<file path="config.mk">
export PLATFORM = sky130hd
export DESIGN_NAME = subbank_mem_top
export DESIGN_NICKNAME = d
export VERILOG_FILES = /design/src/logic/subbank_mem_pkg.sv /design/src/logic/subbank_req_split.sv /design/src/logic/subbank_bank.sv /design/src/logic/subbank_read_collect.sv /design/src/logic/subbank_mem_top.sv
export SDC_FILE = /design/constraint.sdc
export NUM_CORES = 1
export LEC_CHECK = 0
export ABC_AREA = 0
export BUFFER_PORTS_ARGS = -buffer_cell sky130_fd_sc_hd__buf_2
export CORE_MARGIN = 3
export CORE_UTILIZATION = 30
export DETAILED_ROUTE_END_ITERATION = 12
export PLACE_DENSITY = 0.51
export SLEW_MARGIN = 10
export SYNTH_ARGS = -nofsm -noshare
export SYNTH_HDL_FRONTEND = slang
export SYNTH_HIERARCHICAL = 1
export SYNTH_SLANG_ARGS = --single-unit
</file>
<file path="constraint.sdc">
create_clock -name clk -period 4.8 [get_ports clk]
set_input_delay 0.48 -clock clk [delete_from_list [all_inputs] [get_ports clk]]
set_output_delay 0.48 -clock clk [all_outputs]
set_load 0.03 [all_outputs]
</file>
<file path="src/logic/subbank_mem_pkg.sv">
// sizes and vector types shared by the lane-split memory.
// a full word is cut into NUM_LANES lanes of LANE_W bits each, and every
// lane lives in its own bank of DEPTH entries.
package subbank_mem_pkg;

  // number of lanes that one word is split into.
  localparam int NUM_LANES = 4;

  // bits held by a single lane.
  localparam int LANE_W = 8;

  // full word width, always lanes times lane width.
  localparam int WORD_W = NUM_LANES * LANE_W;

  // words stored in each lane bank.
  localparam int DEPTH = 16;

  // word address width, sized to cover DEPTH.
  localparam int ADDR_W = $clog2(DEPTH);

  // one full word.
  // the same type carries the per-bit write mask.
  typedef logic [WORD_W-1:0] word_t;

  // one lane of data, or one lane of the write mask.
  typedef logic [LANE_W-1:0] lane_t;

  // word address, shared by all lanes of a request.
  typedef logic [ADDR_W-1:0] addr_t;

  // one flag per lane.
  // used for request valids, write enables and read flags.
  typedef logic [NUM_LANES-1:0] lane_mask_t;

endpackage

</file>
<file path="src/logic/subbank_req_split.sv">
`timescale 1ns/1ps

// request front end.
// the incoming request is registered once and then presented to the lane
// banks as per-lane enables, write enables, data slices and mask slices.
// everything comes out one cycle after the request was taken.
module subbank_req_split import subbank_mem_pkg::*; (
  input  logic       clk,
  input  logic       rst_i,
  input  lane_mask_t v_i,
  input  logic       w_i,
  input  addr_t      addr_i,
  input  word_t      data_i,
  input  word_t      w_mask_i,
  output lane_mask_t lane_en_o,
  output lane_mask_t lane_we_o,
  output addr_t      lane_addr_o,
  output lane_t      lane_data_o  [NUM_LANES],
  output lane_t      lane_bmask_o [NUM_LANES],
  output lane_mask_t lane_rd_o
);

  // registered copy of the request.
  lane_mask_t v_q;
  logic       w_q;
  addr_t      addr_q;
  word_t      data_q;
  word_t      mask_q;

  // a request is present whenever any lane valid is set.
  logic req_take;

  assign req_take = |v_i;

  // the lane valids are control state and clear on reset.
  // they follow v_i every cycle, so an idle cycle drops all enables.
  always_ff @(posedge clk) begin
    if (rst_i) begin
      v_q <= '0;
    end else begin
      v_q <= v_i;
    end
  end

  // the payload is only loaded when a request is taken.
  // while idle it keeps the previous request, which no bank looks at.
  always_ff @(posedge clk) begin
    if (req_take) begin
      w_q    <= w_i;
      addr_q <= addr_i;
      data_q <= data_i;
      mask_q <= w_mask_i;
    end
  end

  // lanes that are valid take part in the access.
  assign lane_en_o = v_q;

  // a write request writes every valid lane.
  assign lane_we_o = v_q & {NUM_LANES{w_q}};

  // a read request reads every valid lane.
  // the collector uses this to know which lanes to refresh.
  assign lane_rd_o = v_q & ~{NUM_LANES{w_q}};

  // all lanes share the same word address.
  assign lane_addr_o = addr_q;

  // lane k takes bits k*LANE_W up to k*LANE_W+LANE_W-1 of data and mask.
  for (genvar k = 0; k < NUM_LANES; k++) begin : g_slice
    assign lane_data_o[k]  = data_q[k*LANE_W +: LANE_W];
    assign lane_bmask_o[k] = mask_q[k*LANE_W +: LANE_W];
  end

endmodule

</file>
<file path="src/logic/subbank_bank.sv">
`timescale 1ns/1ps

// storage for one lane.
// a single-port RAM of DEPTH words, LANE_W bits wide, with a per-bit
// write mask and a registered read port.
// an access is taken at the clock edge that ends the cycle in which en_i
// is set; a read shows up on q_o right after that edge.
module subbank_bank import subbank_mem_pkg::*; (
  input  logic  clk,
  input  logic  en_i,
  input  logic  we_i,
  input  addr_t addr_i,
  input  lane_t data_i,
  input  lane_t bmask_i,
  output lane_t q_o
);

  // the array itself.
  lane_t mem [DEPTH];

  // decoded access type.
  logic wr_en;
  logic rd_en;

  // current content of the addressed word.
  lane_t cur_word;

  // word to store back on a write, built from old and new bits.
  lane_t wr_word;

  // registered read data.
  lane_t q_q;

  // the port does either a write or a read in one cycle, never both.
  assign wr_en = en_i & we_i;
  assign rd_en = en_i & ~we_i;

  assign cur_word = mem[addr_i];

  // bits with the mask set come from data_i.
  // all other bits keep what the array held before.
  assign wr_word = (cur_word & ~bmask_i) | (data_i & bmask_i);

  // write port.
  always_ff @(posedge clk) begin
    if (wr_en) begin
      mem[addr_i] <= wr_word;
    end
  end

  // read port.
  // q_q only changes on a read, so it still shows the last word read
  // while the lane is idle or being written.
  always_ff @(posedge clk) begin
    if (rd_en) begin
      q_q <= cur_word;
    end
  end

  assign q_o = q_q;

endmodule

</file>
<file path="src/logic/subbank_read_collect.sv">
`timescale 1ns/1ps

// read collector.
// lane read flags arrive from the splitter one cycle ahead of the bank
// data, so they are delayed here by one cycle first. every flagged lane
// then captures its bank output into a hold register. lanes that were not
// read keep the last value read on them.
module subbank_read_collect import subbank_mem_pkg::*; (
  input  logic       clk,
  input  logic       rst_i,
  input  lane_mask_t lane_rd_i,
  input  lane_t      lane_q_i [NUM_LANES],
  output word_t      data_o,
  output lane_mask_t rd_v_o
);

  // read flags lined up with the bank output.
  lane_mask_t rd_d;

  // lanes refreshed at the last edge.
  lane_mask_t rd_v_q;

  // last value read on each lane.
  lane_t hold_q [NUM_LANES];

  // the delay stage lines the flags up with the cycle in which the
  // banks present the read word.
  always_ff @(posedge clk) begin
    if (rst_i) begin
      rd_d <= '0;
    end else begin
      rd_d <= lane_rd_i;
    end
  end

  // the refresh mask goes out together with the captured data.
  always_ff @(posedge clk) begin
    if (rst_i) begin
      rd_v_q <= '0;
    end else begin
      rd_v_q <= rd_d;
    end
  end

  // one hold register per lane.
  // only lanes flagged as read take the new bank word.
  for (genvar k = 0; k < NUM_LANES; k++) begin : g_hold
    always_ff @(posedge clk) begin
      if (rst_i) begin
        hold_q[k] <= '0;
      end else if (rd_d[k]) begin
        hold_q[k] <= lane_q_i[k];
      end
    end

    // lane k of the word goes back to bits k*LANE_W and up.
    assign data_o[k*LANE_W +: LANE_W] = hold_q[k];
  end

  assign rd_v_o = rd_v_q;

endmodule

</file>
<file path="src/logic/subbank_mem_top.sv">
`timescale 1ns/1ps

// lane-split single-port memory.
// a request passes the splitter, one bank per lane and the collector, so
// a read shows on data_o three cycles after it was presented. a new
// request can be presented every cycle.
module subbank_mem_top import subbank_mem_pkg::*; (
  input  logic       clk,
  input  logic       rst_i,
  input  lane_mask_t v_i,
  input  logic       w_i,
  input  addr_t      addr_i,
  input  word_t      data_i,
  input  word_t      w_mask_i,
  output word_t      data_o,
  output lane_mask_t rd_v_o
);

  // splitter to banks.
  lane_mask_t lane_en;
  lane_mask_t lane_we;
  addr_t      lane_addr;
  lane_t      lane_data [NUM_LANES];
  lane_t      lane_mask [NUM_LANES];

  // splitter to collector.
  lane_mask_t lane_rd;

  // banks to collector.
  lane_t lane_q [NUM_LANES];

  subbank_req_split u_split (
    .clk          (clk),
    .rst_i        (rst_i),
    .v_i          (v_i),
    .w_i          (w_i),
    .addr_i       (addr_i),
    .data_i       (data_i),
    .w_mask_i     (w_mask_i),
    .lane_en_o    (lane_en),
    .lane_we_o    (lane_we),
    .lane_addr_o  (lane_addr),
    .lane_data_o  (lane_data),
    .lane_bmask_o (lane_mask),
    .lane_rd_o    (lane_rd)
  );

  // one bank per lane, all sharing the word address.
  for (genvar k = 0; k < NUM_LANES; k++) begin : g_lane
    subbank_bank u_bank (
      .clk     (clk),
      .en_i    (lane_en[k]),
      .we_i    (lane_we[k]),
      .addr_i  (lane_addr),
      .data_i  (lane_data[k]),
      .bmask_i (lane_mask[k]),
      .q_o     (lane_q[k])
    );
  end

  subbank_read_collect u_collect (
    .clk       (clk),
    .rst_i     (rst_i),
    .lane_rd_i (lane_rd),
    .lane_q_i  (lane_q),
    .data_o    (data_o),
    .rd_v_o    (rd_v_o)
  );

endmodule

</file>
==> impl_results.md <==
- Worst slew margin: 0.167
- Clk_skew: 0.0235 ns
- Tcrit/Tclk final: 0.699
- Peak VDD IR: 0.000234 V
- Fmax: 0.298 GHz
- WL/cell: 22.7 um
- Clock sink total: ~660
- PnR worst setup slack: 1.44 ns
- Drt first pass iters: 5
- Pleak: 0.0101 uW
- Commonest non-fill, non-tap cells in the layout: 645 x edfxtp_1, 110 x buf_2, 88 x nor2b_1
- IO Count: 111
- H-tree depth: 3
- CTS tree: yes
- ANT nets after route: 0
- Seq/Total Area, Yosys: 0.744
- GR peak layer: met2
- Critical path class: flip-flop to flip-flop
- Total number of vias: 13212
- Design area: 30400 sq um
- GRT Util Overall: 0.137
- Initial core utilization: 0.303
- Number of synthesized register bits: 657
- Post-Synth Simple-Gate Area: 0.0584
- Setup bufs post-CTS: 0
- CTS buffer count: 70
- Sum Neg Setup Slack: 0 ns
- DPL Wire Length: around 39000 um
- Post-place instance area: 28200 sq um
- Final Critical Period: between 3 and 4 ns
- Status: completed
- Post-synthesis area per instance: 19.1 sq um
- Vias in the first global route: around 14000
- Met1 usage: 0.195
- Global-route wire length before repair: 91500 um
- Clock Root Buffer: clkbuf_16
- Placer Congestion: 0.756
- 1st-iter DRT viols: 1164
- Largest family of logic cells by synthesized area: multiplexers
- Clock Path Buffers: 3
- Top cells by area, synth: edfxtp_1 73%, mux4_2 5.1%, mux2_2 2.7%, mux2i_1 2.4%, nor2b_1 2.1%
- Dpl ws: 1.40 ns
- Most common cell after layout, fill and taps aside: edfxtp_1
- Worst reg2reg startpoint: u_split/lane_addr_o[3]
- DR vias/cell: 4.81
- Met2 Usage GRT: 0.214
- Clk pin slew, worst setup/hold paths: approximately 0.060 ns
- Hold slack final: between 0.04 and 0.05 ns
- Area share of the largest cell type after synthesis: 0.735
- Grt met3 use: 0.0290
- CP Max Fanout: 56
- Input/output buffers: 110
- Crit start category: flip-flop
- Worst Path Required: 5.02 ns
- Synth Area in XOR/XNOR: 0
- Antenna violations before repair: 1
- Arr. time, crit path: 3.58 ns
- Total wire length: 62400 um
- Hold buffers post-CTS: 0
- Final setup viols: 0
- Core area: between 80000 and 90000 sq um
- Post-synthesis mux area share: 0.107
- Row count: 108
- Critical path startpoint: u_split/lane_addr_o[3]
- Syn nets: ~1500
- Max Cap Viol: 0
- Hold crit path type: input pin to flip-flop
- RSZ-0062 raised after global routing: no
- Die Wd: 302 um
- Largest net degree at the start of global routing: 113
- Net count, final: ~1600
- PwrDens: around 420 nW/um^2
- Die H: 302 um
- Ant diodes: 0
- Hold Fails Final Rpt: 0
- Clock latency on the worst-skew pair: 0.61 ns
- Post-synth cell types: 35
- Critical path capture point type: flip-flop
- Fillers: around 8200
- Hold_sp: data_i[9]
- Die area: 91500 sq um
- Synth Warn #: 6
- Synth Area in Compound Gates: 0.0625
- Number of remaining DRC errors: 0
- Synth Area in Adders: 0
- Syn Std Cell Area: 26400 sq um
- Layout cell share with drive strength beyond 1: 0.304
- Post-Synthesis Cells: between 1000 and 1500
- Area growth syn-to-layout: 15.4%
- Worst Tran Pin Value: 1.25 ns
- CTS resizes: 0
- Area leader, netlist: edfxtp_1
- Final Max Slew Viols: 0
- GR Overflow Total: 0
metrics by stage:
stage          total power [uW]  utilization  cells
5_1_grt                   13300        0.350   2745
3_3_place_gp               7650        0.325   2621
3_5_place_dp               7670        0.325   2621
2_1_floorplan              7350            -   1382
6_report                  12800        0.350   2745
4_1_cts                   13000        0.350   2745
sequential cells by signal (all words and copies together), names as in the netlist:
| signal | cells |
|---|---|
| g_lane.u_bank/mem | 512 |
| g_lane.u_bank/q_o | 32 |
| u_collect/hold_q | 32 |
| u_collect/rd_d | 4 |
| u_collect/rd_v_o | 4 |
| u_split/data_q | 32 |
| u_split/lane_addr_o | 4 |
| u_split/lane_en_o | 4 |
| u_split/mask_q | 32 |
| u_split/w_q | 1 |
final timing paths:
kind                                     end  slack (ns)  cells past startpoint
setup reg to reg  g_lane[0].u_bank/mem[0][3]        1.44                      5
hold / removal             u_split/data_q[9]        0.05                      1
hold reg to reg       u_collect/hold_q[2][6]        0.56                      1
setup / recovery  g_lane[0].u_bank/mem[0][3]        1.44                      5
routing by layer:
metal  vias up  part of all wire
met5         -                 0
met4         0             0.019
met3        97             0.063
met2       416              0.46
met1      6836              0.46
li1       5863                 -
worst max-delay path, stage by stage (launching register included):
cell,delay (ns)
edfxtp_1,0.97
buf_12,0.39
mux4_2,0.27
nor2b_1,0.24
a211oi_2,0.11
a221oi_2,0.98
synth_stat cells (all sizes together):
| master | count |
|---|---|
| a211oi | 32 |
| a21oi | 32 |
| a221oi | 32 |
| a22oi | 32 |
| and2 | 4 |
| and3b | 32 |
| buf | 59 |
| clkbuf | 9 |
| dfxtp | 12 |
| edfxtp | 645 |
| inv | 32 |
| mux2 | 64 |
| mux2i | 64 |
| mux4 | 64 |
| nand2 | 16 |
| nand2b | 12 |
| nand4 | 4 |
| nand4b | 4 |
| nor2 | 88 |
| nor2b | 88 |
| nor3 | 16 |
| o221ai | 32 |
| or2 | 4 |
| or3 | 4 |
| or4 | 1 |
cells by family after synthesis:
logic type             count (synthesis)
and+or+nand+nor                      273
AOI/OAI and AO/OA                    160
DFF                                  657
muxes                                192
buffers and inverters                100
area by class of cell:
class / instances / area, sq um / area share
Clock buffer: 92 / 1950 / 0.0641
Clock inverter: 32 / 273 / 0.00896
Inverter: 32 / 120 / 0.00395
Multi-Input combinational cell: 625 / 6080 / 0.200
Sequential cell: 657 / 19600 / 0.644
Tap cell: 1155 / 1450 / 0.0475
Timing Repair Buffer: 152 / 953 / 0.0313
power by group:
part / switching [uW] / total [uW] / internal [uW] / leakage (uW)
clock: 2180 / 5250 / 3080 / 0.00109
sequential: 67.5 / 6600 / 6530 / 0.00603
combinational: 617 / 948 / 330 / 0.00294
total: 2860 / 12800 / 9940 / 0.0101
(Power assumes the default switching activity.)
